**src/source/lsuCfgPkg.sv**
```systemverilog
package lsuCfgPkg;

  ////////////////////////////////////////
  // Default sizes
  ////////////////////////////////////////

  localparam int XlenDefault = 64;                                    // Data and address width
  localparam int DtimDepthDefault = 256;                              // Xlen-wide words in DTIM
  localparam logic [63:0] DtimBaseDefault = 64'h0000_0000_8000_0000;  // Byte base of DTIM

  ////////////////////////////////////////
  // Derived widths
  ////////////////////////////////////////

  // Low address bits that pick a byte lane inside one word
  function automatic int byteOffW(int xlen);
    return $clog2(xlen / 8);
  endfunction

  function automatic int idxW(int depth);  // DTIM word index width
    return $clog2(depth);
  endfunction

  function automatic longint windowBytes(int xlen, int depth);  // Size of DTIM window in bytes
    return longint'(depth) * longint'(xlen / 8);
  endfunction

endpackage

```
**src/source/lsuOpPkg.sv**
```systemverilog
package lsuOpPkg;

  ////////////////////////////////////////
  // Operation encodings
  ////////////////////////////////////////

  // Read/write code, same bit order as MemRW in the pipeline
  typedef enum logic [1:0] {
    MemIdle  = 2'b00,
    MemWrite = 2'b01,   // Bit 0 is the write request
    MemRead  = 2'b10    // Bit 1 is the read request
  } memRwT;

  // Access size, funct3[1:0]
  typedef enum logic [1:0] {
    SizeByte   = 2'd0,
    SizeHalf   = 2'd1,
    SizeWord   = 2'd2,
    SizeDouble = 2'd3
  } sizeT;

  ////////////////////////////////////////
  // Control and fault bundles
  ////////////////////////////////////////

  typedef struct packed {
    memRwT rw;             // Idle, read or write
    sizeT  size;           // Byte, half, word, double
    logic  unsignedLoad;   // funct3[2], zero-extend on load
    logic  bigEndian;      // Swap byte order to and from memory
  } memOpT;

  // Memory-stage exceptions, at most one high at a time
  typedef struct packed {
    logic loadMisaligned;
    logic storeMisaligned;
    logic loadAccess;      // Aligned load outside DTIM window
    logic storeAccess;     // Aligned store outside DTIM window
  } lsuFaultT;

endpackage

```
**src/source/storeFormat.sv**
```systemverilog
module storeFormat #(
  parameter int Xlen = lsuCfgPkg::XlenDefault
) (
  input  lsuOpPkg::memOpT                    MemOpM,
  input  logic [lsuCfgPkg::byteOffW(Xlen)-1:0] ByteOffM,    // Low address bits
  input  logic [Xlen-1:0]                    WriteDataM,
  output logic [Xlen-1:0]                    DtimWrData,
  output logic [Xlen/8-1:0]                  DtimByteEn
);
  localparam int ByteW = Xlen / 8;  // Byte lanes per word

  logic [Xlen-1:0]  ReplData;     // Subword copied to every lane
  logic [Xlen-1:0]  SwappedData;
  logic [ByteW-1:0] SizeMask;     // Lanes covered at offset zero
  logic [ByteW-1:0] LeByteEn;
  logic [ByteW-1:0] SwappedByteEn;

  ////////////////////////////////////////
  // Replicate and mask
  ////////////////////////////////////////

  always_comb begin
    case (MemOpM.size)
      lsuOpPkg::SizeByte: begin
        ReplData = {ByteW{WriteDataM[7:0]}};
        SizeMask = ByteW'(8'h01);
      end
      lsuOpPkg::SizeHalf: begin
        ReplData = {(ByteW/2){WriteDataM[15:0]}};
        SizeMask = ByteW'(8'h03);
      end
      lsuOpPkg::SizeWord: begin
        ReplData = {(ByteW/4){WriteDataM[31:0]}};
        SizeMask = ByteW'(8'h0f);
      end
      default: begin
        ReplData = WriteDataM;       // Full word, nothing to copy
        SizeMask = '1;
      end
    endcase
  end

  assign LeByteEn = SizeMask << ByteOffM;

  // Big-endian image, lanes mirrored along with the data
  assign SwappedData = {<<8{ReplData}};
  assign SwappedByteEn = {<<{LeByteEn}};

  assign DtimWrData = MemOpM.bigEndian ? SwappedData : ReplData;
  assign DtimByteEn = MemOpM.bigEndian ? SwappedByteEn : LeByteEn;

endmodule

```
**config.mk**
```make
export PLATFORM = sky130hd
export DESIGN_NAME = storeFormat
export DESIGN_NICKNAME = d
export VERILOG_FILES = /design/src/source/lsuCfgPkg.sv /design/src/source/lsuOpPkg.sv /design/src/source/storeFormat.sv
export SDC_FILE = /design/constraint.sdc
export NUM_CORES = 1
export LEC_CHECK = 0
export BUFFER_PORTS_ARGS = -buffer_cell sky130_fd_sc_hd__clkbuf_2
export CORE_MARGIN = 2
export CORE_UTILIZATION = 40
export DETAILED_ROUTE_END_ITERATION = 8
export GPL_TIMING_DRIVEN = 0
export PLACE_DENSITY = 0.85
export SLEW_MARGIN = 0
export SYNTH_ARGS = -nofsm -noshare
export SYNTH_HDL_FRONTEND = slang
export SYNTH_SLANG_ARGS = --single-unit
export TNS_END_PERCENT = 5
```
**constraint.sdc**
```tcl
create_clock -name vclk -period 1.1
set_clock_uncertainty 0.15 [all_clocks]
set_input_delay 0.055 -clock vclk [all_inputs]
set_output_delay 0.055 -clock vclk [all_outputs]
set_load 0.01 [all_outputs]
```
==> key figures <==
Run status
  – Status: finished with violations
  – Failing checks: negative setup slack

Power and ir drop
  – Tot Pwr: 1.85 mW
  – Pwr dens: 526 nW/um^2
  – Pleak: 1.76 nW
  – Max IR drop VDD: 0.284 mV

Routing
  – DR pass1 iterations: 4
  – Initial DRC count: 172
  – Post-Route WL: 9210 um
  – Via count: 2828
  – DRC viols: 0
  – Drt via density: 5.84
  – Wire per inst: 19.0 um
  – DRT antenna net count: 0

Die
  – Floorplan row count: 26
  – Core area: 5070 um^2
  – Die width: 76.2 um
  – Die Y: 76.2 um
  – IO Pins: 145
  – Die ar.: 5810 um^2
  – Initial Utilization: 41.1%

Synth
  – Synth Net Count: 337
  – Post-synthesis sequential area ratio: 0%
  – Yosys cell types: 37
  – Synth Cell Area: 2090 um^2
  – Mapped Cells: 264
  – Synth warn: 0
  – Post-Syn Area per Cell: 7.91 um^2

Hold path
  – Hold Crit Class: input port to primary output
  – Hold-critical path depth: 3

Finish
  – Layout cells sized above 1: 63.0%
  – Nets: 489
  – Design area: 3520 um^2
  – Clock Buffer Count: 0
  – P&R area growth vs syn: 68.6%
  – FFs & Latches: 0
  – Util after Layout: 69.4%
  – Fin cells: 484
  – Register area: 0 um^2
  – Fill count: 391
  – Ant. Diodes: 0

STA
  – Crit share post-route: 126%
  – Fin. max-slew vios: 0
  – Tmin final: 1.39 ns
  – RSZ-0062 raised after global routing: yes
  – Setup violators final: 72
  – Max frequency: 0.721 GHz
  – Worst-Margin Slew: 0.434 ns
  – Final hold vios: 0
  – Setup ws final: -0.287 ns
  – Max-slew headroom: 70.8%

Placement
  – Pre-CTS WS: -0.553 ns
  – Dpl cell area: 2990 um^2
  – Dpl cells: 475
  – Placer Congestion: 0.949
  – Dpl hpwl: 6370 um
  – Number of port buffers: 141

Global routing
  – Number of global-route vias before repair: 2729
  – Initial antenna violation count: 0
  – Largest net degree at the start of global routing: 11
  – Total congestion overflow: 0
  – Total track usage: 29.1%
  – First-pass GRT wire length: 14100 um

Critical path
  – Type of the worst setup path: input port to primary output
  – Crit. End Element: primary output
  – Crit path launch type: input port
  – Critical Path AT: 1.18 ns
  – CP Max Fanout: 10
  – WP data required: 0.89 ns

Job
  – Max-Cap Viols: 0
-- cell usage after synthesis --
| cell type | n | area [um^2] |
|---|---|---|
| o21bai_2 | 1 | 11.3 |
| nand2_2 | 1 | 6.26 |
| a32o_1 | 2 | 20.0 |
| o21ba_1 | 1 | 10.0 |
| mux2_2 | 41 | 462 |
| or3b_1 | 2 | 17.5 |
| a211o_1 | 3 | 26.3 |
| buf_2 | 10 | 50.1 |
| nor4_1 | 1 | 6.26 |
| a21boi_0 | 1 | 7.51 |
| a2111oi_1 | 1 | 10.0 |
| o21ai_0 | 7 | 35.0 |
| a21oi_1 | 10 | 50.1 |
| nand2_1 | 27 | 101 |
| mux4_2 | 1 | 22.5 |
| mux2i_1 | 79 | 791 |
| nor2_1 | 13 | 48.8 |
| a2111oi_2 | 3 | 45.0 |
| o32ai_1 | 1 | 8.76 |
| o31ai_1 | 2 | 15.0 |
| buf_4 | 4 | 30.0 |
| inv_1 | 4 | 15.0 |
| or3_1 | 2 | 12.5 |
| a211oi_1 | 4 | 30.0 |
| and2_1 | 1 | 6.26 |
| o22ai_1 | 1 | 6.26 |
| buf_6 | 4 | 45.0 |
| nand2b_1 | 2 | 12.5 |
| nor3_1 | 2 | 10.0 |
| clkbuf_4 | 1 | 7.51 |
| a21boi_1 | 1 | 7.51 |
| o211ai_1 | 1 | 7.51 |
| a21o_1 | 1 | 7.51 |
| o311a_1 | 1 | 10.0 |
| o21ai_1 | 18 | 90.1 |
| nor2_4 | 1 | 11.3 |
| clkbuf_1 | 9 | 33.8 |
-- cell families after synthesis --
kind of cell	after synthesis	share of synthesized area, %
compound gates	59	19.1
simple gates	52	11.2
buf+inv	32	8.69
mux	121	61.1
-- layout by cell type (no fill, tap or decap), types with 2 or more instances in the layout --
master	netlist	routed
or3b_1	2	2
inv_1	4	3
mux2_4	0	4
a2111oi_4	0	3
o31ai_1	2	2
mux2_2	41	37
buf_12	0	8
a211o_1	3	3
buf_8	0	2
nor3_1	2	2
a32o_1	2	2
buf_2	10	12
clkbuf_2	0	130
a211oi_2	0	2
a211oi_1	4	2
mux2i_2	0	18
clkbuf_8	0	3
a21oi_1	10	8
buf_6	4	9
nand2_1	27	27
a21oi_2	0	2
o21ai_0	7	6
mux2i_1	79	56
buf_16	0	2
clkbuf_16	0	4
o21ai_2	0	2
clkbuf_4	1	3
o21ai_1	18	17
nor2_2	0	2
or3_1	2	2
buf_4	4	5
mux2i_4	0	5
nor2_1	13	11
-- cell type report --
type	count	area (um^2)	share of cell area [%]
inverters	4	15.0	0.427
plain buffers	28	349	9.92
multi-input cells	232	2160	61.3
repair buffers	150	910	25.8
well taps	70	87.6	2.49
-- per-stage QoR --
stage	hold WS [ns]	setup TNS, ns
after global placement	0.343	-29.31
after floorplan	0.0914	-1.69
after detailed placement	0.349	-31.66
after CTS	0.350	-14.69
final	0.352	-14.69
after global routing	0.371	-17.97
-- what timing repair did --
| item | 4_1_cts | 5_1_grt |
|---|---|---|
| pin swaps | 6 | 3 |
| resized for setup | 63 | 48 |
| buffers inserted | 5 | 0 |
| gates cloned | 2 | 2 |
| setup endpoints to repair | 72 | 72 |
| hold buffers | 0 | 0 |
-- final timing paths --
path,from,to,slack [ns]
setup / recovery,MemOpM[2],DtimByteEn[6],-0.29
hold / removal,WriteDataM[7],DtimWrData[7],0.35
-- metal layers --
metal  global-route usage, %  part of all wire [%]  vias up
li1                        -                     -     1299
met1                    37.5                    42     1363
met2                    52.9                    51      156
met3                    2.01                   6.8       10
met4                    6.00                  0.80        0
met5                       0                     0        -
-- critical path, stage by stage --
cell,delay [ns]
buf_12,0.10
buf_12,0.14
o21bai_4,0.06
a211o_1,0.32
a2111oi_4,0.31
buf_2,0.19
-- power breakdown --
part           internal (mW)  switching (mW)  leakage (nW)  total [mW]
Clock                      0               0             0           0
Combinational          0.902           0.949          1.76        1.85
Sequential                 0               0             0           0
(Power assumes the default switching activity.)
