$ cat src/source/lsuCfgPkg.sv
package lsuCfgPkg;

  ////////////////////////////////////////
  // Default sizes
  ////////////////////////////////////////

  localparam int XlenDefault = 64;                                    // Data and address width
  localparam int DtimDepthDefault = 256;                              // Xlen-wide words in DTIM
  localparam logic [63:0] DtimBaseDefault = 64'h0000_0000_8000_0000;  // Byte base of DTIM

  ////////////////////////////////////////
  // Derived widths
  ////////////////////////////////////////

  // Low address bits that pick a byte lane inside one word
  function automatic int byteOffW(int xlen);
    return $clog2(xlen / 8);
  endfunction

  function automatic int idxW(int depth);  // DTIM word index width
    return $clog2(depth);
  endfunction

  function automatic longint windowBytes(int xlen, int depth);  // Size of DTIM window in bytes
    return longint'(depth) * longint'(xlen / 8);
  endfunction

endpackage

$ cat src/source/lsuOpPkg.sv
package lsuOpPkg;

  ////////////////////////////////////////
  // Operation encodings
  ////////////////////////////////////////

  // Read/write code, same bit order as MemRW in the pipeline
  typedef enum logic [1:0] {
    MemIdle  = 2'b00,
    MemWrite = 2'b01,   // Bit 0 is the write request
    MemRead  = 2'b10    // Bit 1 is the read request
  } memRwT;

  // Access size, funct3[1:0]
  typedef enum logic [1:0] {
    SizeByte   = 2'd0,
    SizeHalf   = 2'd1,
    SizeWord   = 2'd2,
    SizeDouble = 2'd3
  } sizeT;

  ////////////////////////////////////////
  // Control and fault bundles
  ////////////////////////////////////////

  typedef struct packed {
    memRwT rw;             // Idle, read or write
    sizeT  size;           // Byte, half, word, double
    logic  unsignedLoad;   // funct3[2], zero-extend on load
    logic  bigEndian;      // Swap byte order to and from memory
  } memOpT;

  // Memory-stage exceptions, at most one high at a time
  typedef struct packed {
    logic loadMisaligned;
    logic storeMisaligned;
    logic loadAccess;      // Aligned load outside DTIM window
    logic storeAccess;     // Aligned store outside DTIM window
  } lsuFaultT;

endpackage

$ cat src/source/addrStage.sv
module addrStage #(
  parameter int Xlen = lsuCfgPkg::XlenDefault,
  parameter int DtimDepth = lsuCfgPkg::DtimDepthDefault,
  parameter logic [Xlen-1:0] DtimBase = Xlen'(lsuCfgPkg::DtimBaseDefault)
) (
  input  logic                                  clk, rstN,
  input  logic                                  StallM, FlushM,
  input  logic [Xlen-1:0]                       IEUAdrE,
  input  lsuOpPkg::memOpT                       MemOpM,
  output logic [Xlen-1:0]                       IEUAdrM,
  output logic [lsuCfgPkg::idxW(DtimDepth)-1:0] DtimIdxM,
  output lsuOpPkg::lsuFaultT                    FaultM
);
  localparam int ByteOffW = lsuCfgPkg::byteOffW(Xlen);
  localparam int IdxW = lsuCfgPkg::idxW(DtimDepth);
  localparam logic [Xlen-1:0] WinBytes = Xlen'(lsuCfgPkg::windowBytes(Xlen, DtimDepth));

  logic [Xlen-1:0] OffsetM;      // Byte offset from DTIM base, wraps below base
  logic            OutOfRange;
  logic            Misaligned;
  logic            IsLoad, IsStore;

  // E to M address register, flush loads zero
  always_ff @(posedge clk) begin
    if (!rstN) IEUAdrM <= '0;
    else if (!StallM) IEUAdrM <= FlushM ? '0 : IEUAdrE;
  end

  ////////////////////////////////////////
  // Alignment and range
  ////////////////////////////////////////

  always_comb begin
    case (MemOpM.size)
      lsuOpPkg::SizeByte: Misaligned = 1'b0;           // Bytes never misalign
      lsuOpPkg::SizeHalf: Misaligned = IEUAdrM[0];
      lsuOpPkg::SizeWord: Misaligned = |IEUAdrM[1:0];
      default:            Misaligned = |IEUAdrM[2:0];  // Double
    endcase
  end

  assign OffsetM = IEUAdrM - DtimBase;
  assign OutOfRange = (OffsetM >= WinBytes);  // Below base also lands here by wraparound
  assign DtimIdxM = OffsetM[IdxW+ByteOffW-1:ByteOffW];

  assign IsLoad = (MemOpM.rw == lsuOpPkg::MemRead);
  assign IsStore = (MemOpM.rw == lsuOpPkg::MemWrite);

  // Misalignment wins over access fault
  assign FaultM.loadMisaligned = IsLoad & Misaligned;
  assign FaultM.storeMisaligned = IsStore & Misaligned;
  assign FaultM.loadAccess = IsLoad & ~Misaligned & OutOfRange;
  assign FaultM.storeAccess = IsStore & ~Misaligned & OutOfRange;

endmodule

$ cat config.mk
export PLATFORM = sky130hd
export DESIGN_NAME = addrStage
export DESIGN_NICKNAME = d
export VERILOG_FILES = /design/src/source/lsuCfgPkg.sv /design/src/source/lsuOpPkg.sv /design/src/source/addrStage.sv
export SDC_FILE = /design/constraint.sdc
export NUM_CORES = 1
export LEC_CHECK = 0
export ABC_AREA = 1
export BUFFER_PORTS_ARGS = -buffer_cell sky130_fd_sc_hd__buf_2
export CORE_UTILIZATION = 40
export CTS_CLUSTER_DIAMETER = 150
export DETAILED_ROUTE_END_ITERATION = 8
export GPL_TIMING_DRIVEN = 0
export PLACE_DENSITY_LB_ADDON = 0.12
export SLEW_MARGIN = 15
export SYNTH_ARGS = -nofsm -noshare
export SYNTH_HDL_FRONTEND = slang
export SYNTH_SLANG_ARGS = --single-unit
$ cat constraint.sdc
create_clock -name clk -period 2.8 [get_ports clk]
set_input_delay 0.42 -clock clk [delete_from_list [all_inputs] [get_ports clk]]
set_output_delay 0.42 -clock clk [all_outputs]
set_load 0.005 [all_outputs]
==> metrics.md <==
| Metric | Value |
|---|---|
| Status | `finished, final reports clean` |
| Max Freq | `0.388 GHz` |
| CTS clk-pin slew, worst paths | `roughly 0.08 ns` |
| Vias in the first global route | `3600` |
| Leak Pwr | `~0.0023 µW` |
| Final Slew Violations | `0` |
| ANT cells | `0` |
| Cts bufs inserted | `9` |
| Final Skew | `0 ns` |
| GPL Wtd Cong | `0.855` |
| Die H | `95.8 µm` |
| Regs by FF count | `IEUAdrM: 64 flops` |
| Global-route wire length before repair | `roughly 16000 µm` |
| Crit-path cells | `inv_2 -> ha_4 -> nand2_4 -> nor2_8 -> nand2_4 -> nor2_2 -> nor2_1 -> nor2_1 -> nand2_1 -> nor2_2 -> nand3_1 -> nor2_2 -> nor2_1 -> buf_2` |
| Mapped Area | `3520 µm²` |
| Fraction of final layout cells sized beyond drive strength 1 | `28.7%` |
| Post-layout net count | `around 800` |
| FF-to-FF setup slack | `between 1.5 and 2 ns` |
| Crit path time final | `2.58 ns` |
| Initial antenna violation count | `0` |
| Via-to-Cell Ratio | `between 4 and 5` |
| # IOs | `150` |
| CP Max Fanout | `5` |
| Tightest Pin Transition | `just under 0.8 ns` |
| Pwr/cell area | `around 500 nW/µm²` |
| Total GRT Usage | `22.3%` |
| EDFF count, synth | `0` |
| Worst Path Required | `2.38 ns` |
| Cell Count Post-Placement | `approximately 820` |
| CTS Root Cell | `clkbuf_8` |
| Pre-Repair DR Iteration Count | `4` |
| Layout Utilization | `between 50% and 60%` |
| Drc violations | `0` |
| Crit path kind | `register to output pin` |
| Chip width | `roughly 96 µm` |
| Dpl cell area | `between 4000 and 5000 µm²` |
| Syn Area/Cell | `just over 6 µm²` |
| Final std cells w/o fill | `around 840` |
| Worst skew pair latency | `0.34 ns` |
| CP peak stage delay | `between 0.3 and 0.4 ns` |
| Max Buffers Root-to-Sink | `2` |
| Largest net degree at the start of global routing | `13` |
| Mapped Cells | `roughly 570` |
| WL/cell | `between 10 and 15 µm` |
| Cell area after layout | `~4600 µm²` |
| Row count | `33` |
| Asr flop ratio synth | `0%` |
| Buf/Inv on CP | `2` |
| Hold Fails Final Rpt | `0` |
| Syn Nets | `between 600 and 700` |
| WL final | `9920 µm` |
| First-iteration detailed-routing DRC count | `about 140` |
| Largest register FFs | `64` |
| Worst min-delay path class | `input pin to register` |
| Count of cell types in the netlist | `28` |
| WHS | `0.298 ns` |
| Starting Density | `between 40% and 50%` |
| Max Cap Viol | `0` |
| Largest delay share family, worst path | `simple AND/OR/NAND/NOR gates` |
| Max_slew headroom | `between 40% and 50%` |
| Die Area | `between 9000 and 10000 µm²` |
| Primary FF master, synth | `dfxtp_1` |
| Fill cell count | `slightly above 900` |
| Peak supply drop | `~0.00037 V` |
| Storage cell area | `between 1000 and 1500 µm²` |
| Area Growth Syn to Fin | `32.1%` |
| Grt total ovfl | `0` |
| CP Launch Type | `register` |
| Worst setup EP type | `output pin` |
| Port-buffer cells | `approximately 150` |
| CTS tree | `built` |
| CP arrival | `around 2.2 ns` |
| Endpoints failing setup | `0` |
| Multi-input gate area | `around 2000 µm²` |
| FF+latch count, synth | `64` |
| Biggest register | `IEUAdrM` |
| CTS H-Tree Depth | `3` |
| Slowest-stage cell, CP | `dfxtp_1` |
| Num Clock Sinks | `64` |
| Fin crit share | `92.1%` |
| Core ar. | `~8400 µm²` |
| Hold buffers post-CTS | `0` |
| DRT antenna net count | `0` |
| Post-DP HPWL | `7680 µm` |
| Warnings from Yosys | `0` |
| Register area share after synthesis | `36.4%` |
| Total number of vias | `between 3000 and 4000` |
-- area by class of cell --
class,count,area share [%]
Clock buffer,10,2.75
Buffer,27,2.83
Inverter,39,3.15
Sequential cell,64,27.6
Tap cell,105,2.83
Timing Repair Buffer,150,16.3
Clock inverter,6,1.51
Multi-Input combinational cell,435,43.0
-- synth_stat cells, types with 7 or more instances --
| cell type | number | area share (%) |
|---|---|---|
| nand2_2 | 7 | 1.2 |
| buf_4 | 8 | 1.7 |
| nand2_1 | 222 | 24 |
| inv_1 | 34 | 3.6 |
| nand4_1 | 7 | 1.2 |
| nand3_1 | 18 | 2.6 |
| a21oi_1 | 64 | 9.1 |
| dfxtp_1 | 64 | 36 |
| nor2_1 | 72 | 7.7 |
| nor2_2 | 10 | 1.8 |
| clkbuf_1 | 19 | 2.0 |
-- layer usage --
metal	track usage, %	vias to the layer above	wire length [µm]
met5	0	-	0
met4	8.21	0	144
met3	6.16	13	594
met2	38.9	119	4820
met1	25.9	1760	4360
li1	-	2092	-
-- timing repair --
action / in CTS / in global routing
gates resized for setup: 1 / 11
pin swaps: 0 / 2
endpoints found under the hold margin: 0 / 0
endpoints found under the setup margin: 2 / 2
buffers inserted: 0 / 3
-- cells in the final DEF (no fill, tap or decap), types with 2 or more instances in the layout --
cell type and instances:
nand2_1 222, o21bai_1 4, nand3_1 18, o21ai_1 2
clkbuf_8 9, nor2_1 69, buf_4 11, buf_2 147
dfxtp_2 2, clkinv_4 2, nand4_1 7, nand2_2 7
nand2_4 3, nor2_4 7, nor2_2 9, nor2_8 2
o21ai_0 5, a21oi_1 64, dfxtp_1 62, clkbuf_1 20
nor3_1 4, xor2_1 5, inv_2 4, clkinv_1 2
inv_1 33, clkinvlp_4 3
-- tightest hold or removal path, delay by kind of cell --
family / cells / cell delay (ns)
buf+inv: 1 / 0.09
compound gates: 1 / 0.05
simple gates: 1 / 0.05
-- power breakdown --
group	switching (µW)	total, µW	internal [µW]	leakage (µW)
clock	376	789	413	0.0000887
combinational	314	530	216	0.00173
sequential	44.5	990	946	0.000523
-- per-stage QoR --
stage,setup TNS (ns),total power [µW],setup WS [ns]
after CTS,0,2320,0.0465
after global placement,0,1520,0.446
after floorplan,0,1350,0.791
after global routing,-0.0183,2450,-0.00965
after detailed placement,0,1530,0.400
final,0,2310,0.221
-- cell families after synthesis --
group,synth area share [%]
adders and majority gates,0.356
AOI/OAI and AO/OA,11.5
buffers and inverters,7.89
and+or+nand+nor,42.4
DFF,36.4
xor gates and xnor gates,1.49
-- path summary, 6_finish.rpt --
check / from / to / depth (start not counted)
setup reg to reg: IEUAdrM[34]$_SDFFE_PN0N_ / IEUAdrM[34]$_SDFFE_PN0N_ / 2
hold reg to reg: IEUAdrM[18]$_SDFFE_PN0N_ / IEUAdrM[18]$_SDFFE_PN0N_ / 2
hold / removal: IEUAdrE[32] / IEUAdrM[32]$_SDFFE_PN0N_ / 3
setup / recovery: IEUAdrM[31]$_SDFFE_PN0N_ / FaultM[0] / 14
(Power assumes the default switching activity.)
