### src/source/lsuCfgPkg.sv
package lsuCfgPkg;

  ////////////////////////////////////////
  // Default sizes
  ////////////////////////////////////////

  localparam int XlenDefault = 64;                                    // Data and address width
  localparam int DtimDepthDefault = 256;                              // Xlen-wide words in DTIM
  localparam logic [63:0] DtimBaseDefault = 64'h0000_0000_8000_0000;  // Byte base of DTIM

  ////////////////////////////////////////
  // Derived widths
  ////////////////////////////////////////

  // Low address bits that pick a byte lane inside one word
  function automatic int byteOffW(int xlen);
    return $clog2(xlen / 8);
  endfunction

  function automatic int idxW(int depth);  // DTIM word index width
    return $clog2(depth);
  endfunction

  function automatic longint windowBytes(int xlen, int depth);  // Size of DTIM window in bytes
    return longint'(depth) * longint'(xlen / 8);
  endfunction

endpackage

### src/source/lsuOpPkg.sv
package lsuOpPkg;

  ////////////////////////////////////////
  // Operation encodings
  ////////////////////////////////////////

  // Read/write code, same bit order as MemRW in the pipeline
  typedef enum logic [1:0] {
    MemIdle  = 2'b00,
    MemWrite = 2'b01,   // Bit 0 is the write request
    MemRead  = 2'b10    // Bit 1 is the read request
  } memRwT;

  // Access size, funct3[1:0]
  typedef enum logic [1:0] {
    SizeByte   = 2'd0,
    SizeHalf   = 2'd1,
    SizeWord   = 2'd2,
    SizeDouble = 2'd3
  } sizeT;

  ////////////////////////////////////////
  // Control and fault bundles
  ////////////////////////////////////////

  typedef struct packed {
    memRwT rw;             // Idle, read or write
    sizeT  size;           // Byte, half, word, double
    logic  unsignedLoad;   // funct3[2], zero-extend on load
    logic  bigEndian;      // Swap byte order to and from memory
  } memOpT;

  // Memory-stage exceptions, at most one high at a time
  typedef struct packed {
    logic loadMisaligned;
    logic storeMisaligned;
    logic loadAccess;      // Aligned load outside DTIM window
    logic storeAccess;     // Aligned store outside DTIM window
  } lsuFaultT;

endpackage

### src/source/loadFormat.sv
module loadFormat #(
  parameter int Xlen = lsuCfgPkg::XlenDefault
) (
  input  logic                                 clk, rstN,
  input  logic                                 StallW,
  input  lsuOpPkg::memOpT                      MemOpM,
  input  logic [lsuCfgPkg::byteOffW(Xlen)-1:0] ByteOffM,
  input  logic [Xlen-1:0]                      DtimRdData,
  output logic [Xlen-1:0]                      ReadDataW
);
  logic [Xlen-1:0] SwappedRdData;
  logic [Xlen-1:0] LeRdData;       // Little-endian view of the word
  logic [Xlen-1:0] ShiftedRdData;  // Addressed subword in low lanes
  logic [Xlen-1:0] ReadDataM;      // Extended load value

  ////////////////////////////////////////
  // Endian swap and lane select
  ////////////////////////////////////////

  assign SwappedRdData = {<<8{DtimRdData}};
  assign LeRdData = MemOpM.bigEndian ? SwappedRdData : DtimRdData;
  assign ShiftedRdData = LeRdData >> {ByteOffM, 3'b000};  // Offset in bytes to bits

  // Sign or zero extension by size
  always_comb begin
    case (MemOpM.size)
      lsuOpPkg::SizeByte: begin
        if (MemOpM.unsignedLoad) ReadDataM = Xlen'(ShiftedRdData[7:0]);
        else ReadDataM = Xlen'(signed'(ShiftedRdData[7:0]));
      end
      lsuOpPkg::SizeHalf: begin
        if (MemOpM.unsignedLoad) ReadDataM = Xlen'(ShiftedRdData[15:0]);
        else ReadDataM = Xlen'(signed'(ShiftedRdData[15:0]));
      end
      lsuOpPkg::SizeWord: begin
        // lwu vs lw on 64-bit
        if (MemOpM.unsignedLoad) ReadDataM = Xlen'(ShiftedRdData[31:0]);
        else ReadDataM = Xlen'(signed'(ShiftedRdData[31:0]));
      end
      default: ReadDataM = ShiftedRdData;  // Double fills the word
    endcase
  end

  ////////////////////////////////////////
  // M to W register
  ////////////////////////////////////////

  always_ff @(posedge clk) begin
    if (!rstN) ReadDataW <= '0;
    else if (!StallW) ReadDataW <= ReadDataM;   // Holds while W stalls
  end

endmodule

### config.mk
export PLATFORM = sky130hd
export DESIGN_NAME = loadFormat
export DESIGN_NICKNAME = d
export VERILOG_FILES = /design/src/source/lsuCfgPkg.sv /design/src/source/lsuOpPkg.sv /design/src/source/loadFormat.sv
export SDC_FILE = /design/constraint.sdc
export NUM_CORES = 1
export LEC_CHECK = 0
export ABC_CLOCK_PERIOD_IN_PS = 5600
export CORE_MARGIN = 1.5
export CORE_UTILIZATION = 38
export CTS_BUF_LIST = sky130_fd_sc_hd__clkbuf_8
export CTS_CLUSTER_DIAMETER = 80
export DETAILED_ROUTE_END_ITERATION = 10
export DONT_BUFFER_PORTS = 1
export MAX_ROUTING_LAYER = met4
export PLACE_DENSITY = 0.52
export SYNTH_ARGS = -nofsm -noshare
export SYNTH_HDL_FRONTEND = slang
export SYNTH_SLANG_ARGS = --single-unit
### constraint.sdc
create_clock -name clk -period 5.6 [get_ports clk]
set_clock_uncertainty 0.2 [all_clocks]
set_input_delay 0.28 -clock clk [delete_from_list [all_inputs] [get_ports clk]]
set_output_delay 0.28 -clock clk [all_outputs]
set_load 0.1 [all_outputs]
==> impl.org, run 1 <==
** Outcome
- Status :: finished, final reports clean

** Clock network
- CTS Root Buffer Type :: sky130_fd_sc_hd__clkbuf_8
- Counting along the longest clock path gives a buffer depth of 2.
- Clk_lat worst skew :: 0.35 ns
- Clock transition at the registers of the reported paths :: roughly 0.070 ns
- Number of buffers inserted by post-CTS setup repair :: 0
- TritonCTS built the clock tree.
- In this run, CTS created clock tree buffers numbering 9.
- Number of levels in the clock H-tree :: 3
- CTS sink count :: 64

** GRT
- Initial antenna violation count :: 0
- The first global-routing pass estimated between 20,000 and 30,000 µm of wire.
- In the global route stage, overall resource usage came out at between 20% and 30%.
- Final global-route overflow total :: 0
- Maximum number of pins on one net before global-route repair :: 84
- The number of global-route vias before repair came to 4,542.

** Worst setup path
- STA classifies the critical path startpoint as an input port.
- Worst Setup End Kind :: register
- The number of cells on the worst reg-to-reg path is 4.
- Arrival time worst endpoint :: ~2.5 ns
- Worst Path Max Fanout :: 69
- The worst setup path is of the in -> reg kind.
- At the worst endpoint, the required time is between 5 and 6 ns.

** Synthesis
- Share of synthesized flip-flops with an asynchronous set or reset :: 0%
- Number of library cell types mapped by synthesis :: 46
- In this run, synthesis produced a sequential element count of 64.
- The number of nets handed over by synthesis was ~650.
- Post-synthesis area per instance :: 8.86 µm²
- Number of synthesis warnings :: 0
- Post-Syn Area :: 5110 µm²
- Most instantiated cells after synthesis :: sky130_fd_sc_hd__o21ai_0, sky130_fd_sc_hd__a21oi_1, sky130_fd_sc_hd__dfxtp_1, sky130_fd_sc_hd__nand2_1, sky130_fd_sc_hd__mux2i_1
- The cell count after synthesis came out at 576.
- Yosys instantiated no cell more often than sky130_fd_sc_hd__o21ai_0.
- Library cell with the largest summed area after synthesis :: sky130_fd_sc_hd__dfxtp_1
- In the synthesized netlist the dominant register cell turns out to be sky130_fd_sc_hd__dfxtp_1.
- Number of flops mapped to enable cells by yosys :: 0
- The share of the Yosys chip area taken by registers is 25.1%.
- Share of the synthesized area in the top cell type :: 25.1%
- Synth top area cells :: sky130_fd_sc_hd__dfxtp_1, sky130_fd_sc_hd__mux4_2, sky130_fd_sc_hd__mux2i_1

** STA
- Headroom to the max-slew limit :: 23.4%
- Count of endpoints failing hold in the final timing report :: 0
- Total negative setup slack :: 0 ns
- Derived from the worst setup path, the maximum achievable clock frequency is ~410 MHz.
- Number of pins with negative max-slew slack in the final report :: 0
- Transition time at the pin with the least slew margin :: 1.15 ns
- Setup repair after global routing left no endpoint under its margin.
- Setup violations remaining at the end of the flow were counted as 0.
- In the finished design, the share of the clock period the worst path needs comes to 43.3%.
- After layout, the minimum clock period comes to 2.42 ns.

** Placed design
- Detailed Place HPWL :: roughly 13,000 µm
- I/O Buffers :: 0
- The congestion estimate from routability-driven global placement came to ~0.85.

** Power
- Max rail drop VDD :: 0.111 mV
- Pleak :: 1.91 nW
- Dividing total power by cell area gives a power density of 279 nW/µm².

** Final layout
- The multi-input combinational cells in the finished layout cover a total of 3500 µm².
- ReadDataW holds more flip-flops than any other register.
- At the end of the flow the core is filled with cells to around two fifths.
- In the final design database the tool counted approximately 600 nets.
- Number of fill cells :: 1,370
- Flip-flop count of the largest register, all copies and words added :: 64
- The number of antenna diodes in the final layout is 0.
- In the final layout, the registers with the most flip-flops are ReadDataW x64.
- Layout cells sized above 1 :: 18.4%
- Register cell area after layout :: 1280 µm²
- Area growth from synthesis to final layout :: 4.07%

** Min path
- Path class of the lowest-slack min-delay path :: in -> reg
- The worst hold path passes through 2 cells.

** Floorplan
- The die covers 14,100 µm².
- The initialized floorplan defines 42 standard-cell rows.
- Number of I/O pins :: 140
- Width of the die :: roughly 120 µm
- Area of the core :: 13,200 µm²
- Die height :: 119 µm
- Starting utilization of the core area :: around two fifths

** Routing
- Routed via count :: 4,629
- Detailed-route wire length per cell :: 24.8 µm
- Total wirelength of the detailed-routed design :: between 15,000 and 20,000 µm
- Initial drt markers :: roughly 470
- For this run, the detailed router's first-pass iteration total came to 7.
- After detailed routing, the number of vias per cell comes to 6.43.
- After detailed routing, the number of remaining DRC violations is 0.
- The detail route stage leaves a number of antenna-violating nets equal to 0.

** Job
- Max_cap viols :: 0
-- critical path: stages --
cell	delay (ns)
sky130_fd_sc_hd__xor2_4	0.41
sky130_fd_sc_hd__mux2_4	0.27
sky130_fd_sc_hd__a221oi_2	0.05
sky130_fd_sc_hd__or4_1	0.56
sky130_fd_sc_hd__a221o_2	0.65
sky130_fd_sc_hd__a21oi_1	0.23
-- where the power goes --
part,total (mW),switching (mW),internal [mW]
Clock,0.408,0.183,0.225
Combinational,0.310,0.163,0.147
Sequential,0.766,0.276,0.490
-- through the flow --
step / setup slack, ns / area (µm²) / instances / total power [mW] / hold WS (ns)
after floorplan: 3.12 / 5110 / 576 / 1.04 / 0.403
after global placement: 2.89 / 5030 / 697 / 1.06 / 0.213
after detailed placement: 2.87 / 5030 / 697 / 1.06 / 0.213
after CTS: 3.25 / 5310 / 720 / 1.49 / 0.00140
after global routing: 3.11 / 5310 / 720 / 1.54 / 0.0362
final: 3.18 / 5310 / 720 / 1.48 / 0.0151
-- metal layers --
metal	global-route usage, %	vias to the layer above	share of wire, %
li1	-	2097	-
met1	31.4	2272	40
met2	38.8	220	45
met3	9.91	40	11
met4	9.64	0	3.2
met5	-	-	0
-- repair_timing --
item	CTS	global route
hold endpoints to repair	64	0
resized for setup	0	0
hold buffers	7	0
-- cell families after synthesis --
logic type / synth area share, %
xor gates and xnor gates: 0.539
DFF: 25.1
muxes: 34.2
buffers and inverters: 6.32
AOI/OAI and AO/OA: 21.3
and+or+nand+nor: 12.5
-- final timing paths --
path / start / endpoint / slack, ns
setup / recovery: MemOpM[0] / ReadDataW[53] / 3.18
hold / removal: StallW / ReadDataW[8] / 0.02
hold reg to reg: ReadDataW[6] / ReadDataW[6] / 0.75
setup reg to reg: ReadDataW[0] / ReadDataW[0] / 3.43
-- final cells by class --
class	instances	share of cell area [%]
repair buffers	9	1.79
inverters	4	0.283
clock inverters	5	0.918
multi-input cells	451	65.9
clock buffers	11	2.85
flip-flops and latches	64	24.1
well taps	176	4.14
-- cells in the final DEF (no fill, tap or decap), types with 6 or more instances in the layout --
cell	n
sky130_fd_sc_hd__o21ai_0	74
sky130_fd_sc_hd__a21oi_1	65
sky130_fd_sc_hd__dfxtp_1	64
sky130_fd_sc_hd__nand2_1	63
sky130_fd_sc_hd__mux2i_1	51
sky130_fd_sc_hd__mux4_2	37
sky130_fd_sc_hd__mux2_2	32
sky130_fd_sc_hd__nor2_1	29
sky130_fd_sc_hd__o22ai_1	17
sky130_fd_sc_hd__clkbuf_8	11
sky130_fd_sc_hd__or2_2	8
sky130_fd_sc_hd__a31oi_1	7
sky130_fd_sc_hd__a221o_1	7
sky130_fd_sc_hd__nand4_1	7
sky130_fd_sc_hd__o311a_1	7
sky130_fd_sc_hd__nand2b_1	6
sky130_fd_sc_hd__nor2b_1	6
sky130_fd_sc_hd__and2_1	6
sky130_fd_sc_hd__dlygate4sd3_1	6
Note: power is estimated with default switching activity, not from simulation.
==> run 2: changes to the inputs <==
--- a/config.mk
+++ b/config.mk
@@ -5,7 +5,7 @@
 export SDC_FILE = /design/constraint.sdc
 export NUM_CORES = 1
 export LEC_CHECK = 0
-export ABC_CLOCK_PERIOD_IN_PS = 5600
+export ABC_CLOCK_PERIOD_IN_PS = 2200
 export CORE_MARGIN = 1.5
 export CORE_UTILIZATION = 38
 export CTS_BUF_LIST = sky130_fd_sc_hd__clkbuf_8
@@ -13,7 +13,7 @@
 export DETAILED_ROUTE_END_ITERATION = 10
 export DONT_BUFFER_PORTS = 1
 export MAX_ROUTING_LAYER = met4
-export PLACE_DENSITY = 0.52
+export PLACE_DENSITY = 0.54
 export SYNTH_ARGS = -nofsm -noshare
 export SYNTH_HDL_FRONTEND = slang
 export SYNTH_SLANG_ARGS = --single-unit
==> constraint.sdc (replaced) <==
create_clock -name clk -period 2.2 [get_ports clk]
set_clock_uncertainty 0.2 [all_clocks]
set_input_delay 0.11 -clock clk [delete_from_list [all_inputs] [get_ports clk]]
set_output_delay 0.11 -clock clk [all_outputs]
set_load 0.1 [all_outputs]
==> run 2 against run 1 <==
Net effect: wire length increased by 2.1%; critical path type unchanged; register-to-register slack worse by 3.0 ns; global-route usage increased by 0.58 points; core utilization up 6.8 points; clock-buffer cell count is 1 lower; sequential power is 70% higher; largest cell class unchanged; largest power group is now combinational logic.
==> impl.org, run 2 (synthesis gave the netlist of run 1 again) <==
** Clock network
- The number of clock buffers inserted by TritonCTS was 9 (unchanged).
- Number of levels in the clock H-tree :: 3 (unchanged)
- CTS Root Buffer Type :: sky130_fd_sc_hd__clkbuf_8
- The post-CTS repair timing setup buffer count was 0 (unchanged).
- Maximum count of clock buffers along a single path :: 2 (unchanged)
- TritonCTS built the clock tree.
- The worst-skew pair later-pin latency is 0.35 ns (about the same).
- The clock sink total is 64 (unchanged).
- The clock-pin transition on the worst setup and hold timing paths is 0.07 ns (about the same).

** Routing
- The DRC violation count after routing was 0 (unchanged).
- Number of optimization iterations in the first detailed-route pass :: 5 (-2)
- Antenna viol nets, final :: 0 (unchanged)
- The routed via count divided by cell count was 6.15 (-4.4%).
- Total wirelength of the detailed-routed design :: 18,300 µm (+2.1%)
- Initial drt markers :: 586 (+26%)
- The total number of vias was 5,070 (+9.5%).
- Detailed-route wire length per cell :: 22.1 µm (-11%)

** GRT
- The largest net degree at the start of global routing came to 84 (unchanged).
- GR Util All Layers :: 26.3% (+0.58 points)
- The overall overflow remaining after global route was 0 (unchanged).
- The global-route wire length before repair was 27,900 µm (+3.9%).
- The initial antenna violation count came to 0 (unchanged).
- Via count of the first global-routing pass :: 4,832 (+6.4%)

** Placed design
- I/O Buffers :: 0 (unchanged)
- Final estimated routing congestion in global placement :: 0.896 (+5.3%)
- The half-perimeter wire length after placement was 12,700 µm (+0.15%).
- Count of placed standard cells including taps :: 769 (+10%)

** STA
- Final period utilization :: 97.4%
- Final worst path period need :: about 2.1 ns
- Setup Viol. Count Final :: 0 (unchanged)
- Count of endpoints failing hold in the final timing report :: 0 (unchanged)
- RSZ-0062 raised after global routing :: false
- The count of final max-slew check failures was 0 (unchanged).
- The worst slew margin relative to its limit came to 40.8% (+17 points).
- Transition time at the pin with the least slew margin :: 0.889 ns (-0.257 ns)
- Total negative setup slack :: 0 ns (unchanged)
- Derived from the worst setup path, the maximum achievable clock frequency is 467 MHz.

** Final layout
- Nets :: 720 (+17%)
- The flip-flop count of the largest register, all copies and words added was 64 (unchanged).
- Final cell count without fillers :: 825 (+15%)
- Top reg by flops :: ReadDataW
- The storage element area was 1280 µm² (unchanged).
- The antenna cell count was 0 (unchanged).
- The area growth from synthesis to layout is 21.7%.
- Most common cell after layout, fill and taps aside :: sky130_fd_sc_hd__o21ai_0
- Commonest cells after routing, fill and taps aside :: sky130_fd_sc_hd__o21ai_0, sky130_fd_sc_hd__buf_4, sky130_fd_sc_hd__dfxtp_1
- Layout cells sized above 1 :: 27.6% (+9.2 points)
- Largest registers in the final layout :: ReadDataW x64
- Area of the multi-input gates :: 3520 µm² (+0.46%)
- The filler cell count in the final layout is 1,302 (-5.0%).

** Floorplan
- The die boundary height is 119 µm (unchanged).
- Width of the die :: 119 µm (unchanged)
- Total Die Area :: 14,100 µm² (unchanged)
- Number of I/O pins :: 140 (unchanged)
- Standard-cell row count :: 42 (unchanged)
- Starting utilization of the core area :: 38.7% (unchanged)
- The floorplan core area is 13,200 µm² (unchanged).

** Min path
- Hold Path Stages :: 3 (+1)
- The worst hold path belongs to the class in -> reg.

** Outcome
- Status :: finished, final reports clean

** Power
- Power density over cell area :: 631 nW/µm² (+130%)
- The reported leakage power is 2.42 nW (+27%).
- The peak ir drop on the vdd network is 0.354 mV (+220%).

** Worst setup path
- The critical-path maximum fanout was 69 (unchanged).
- The worst setup path is launched from an input port.
- The required time of the critical path is 2.28 ns (-3.40 ns).
- The depth of the worst register-to-register path was 5 (+1).
- Arrival time worst endpoint :: 2.22 ns (-0.28 ns)
- By startpoint and endpoint, the worst setup path is classified as in -> reg.
- The worst setup path is captured at a register.

** Job
- Max_cap viols :: 0 (unchanged)
==> run 2: worst paths after layout <==
check | end | from | slack [ns]
hold reg to reg | ReadDataW[7] | ReadDataW[7] | 0.29
setup reg to reg | ReadDataW[3] | ReadDataW[3] | 0.41
hold / removal | ReadDataW[61] | DtimRdData[5] | 0.03
setup / recovery | ReadDataW[16] | MemOpM[0] | 0.06
==> run 2: cell type report <==
class                           instances  area share, %
Timing Repair Buffer                  114           16.0
Clock buffer                           10           2.22
Tap cell                              176           3.54
Sequential cell                        64           20.6
Multi-Input combinational cell        451           56.6
Inverter                                4          0.242
Clock inverter                          6          0.705
==> run 2: power by group <==
part / internal [mW] / leakage [nW] / switching, mW / total (mW)
clock network: 0.443 / 0.0926 / 0.504 / 0.947
logic: 0.563 / 1.80 / 1.11 / 1.67
registers: 1.25 / 0.529 / 0.0510 / 1.30
total: 2.25 / 2.42 / 1.67 / 3.92
==> run 2: worst max-delay path, stage by stage <==
cell and delay, ns:
sky130_fd_sc_hd__dlygate4sd3_1 0.63, sky130_fd_sc_hd__mux2i_2 0.31, sky130_fd_sc_hd__mux2i_1 0.11, sky130_fd_sc_hd__o22ai_1 0.14, sky130_fd_sc_hd__dlygate4sd3_1 0.56, sky130_fd_sc_hd__nand2_1 0.11, sky130_fd_sc_hd__a31oi_1 0.22
==> run 2: timing repair <==
item / in CTS / in global routing
gates resized for setup: 0 / 5
hold endpoints to repair: 64 / 0
setup endpoints to repair: 0 / 10
hold buffers: 40 / 0
==> run 2: layer usage <==
metal	share of wire (%)	up-vias	GRT usage, %
met5	0	-	-
li1	-	2317	-
met2	45	277	39.1
met1	41	2426	33.6
met3	9.9	50	7.66
met4	3.9	0	11.0
==> run 2: stage by stage <==
| stage | area (µm²) | worst slack, ns | power (mW) | hold slack (ns) | util, % |
|---|---|---|---|---|---|
| floorplan | 5120 | -0.0249 | 2.64 | 0.230 | - |
| global placement | 5610 | 0.0861 | 2.85 | 0.0494 | 42.5 |
| detailed placement | 5610 | 0.0537 | 2.85 | 0.0483 | 42.5 |
| CTS | 6200 | 0.0395 | 3.91 | 0.00204 | 47.0 |
| global route | 6210 | 0.0148 | 4.06 | 0.0219 | 47.1 |
| finish | 6210 | 0.0577 | 3.92 | 0.0269 | 47.1 |
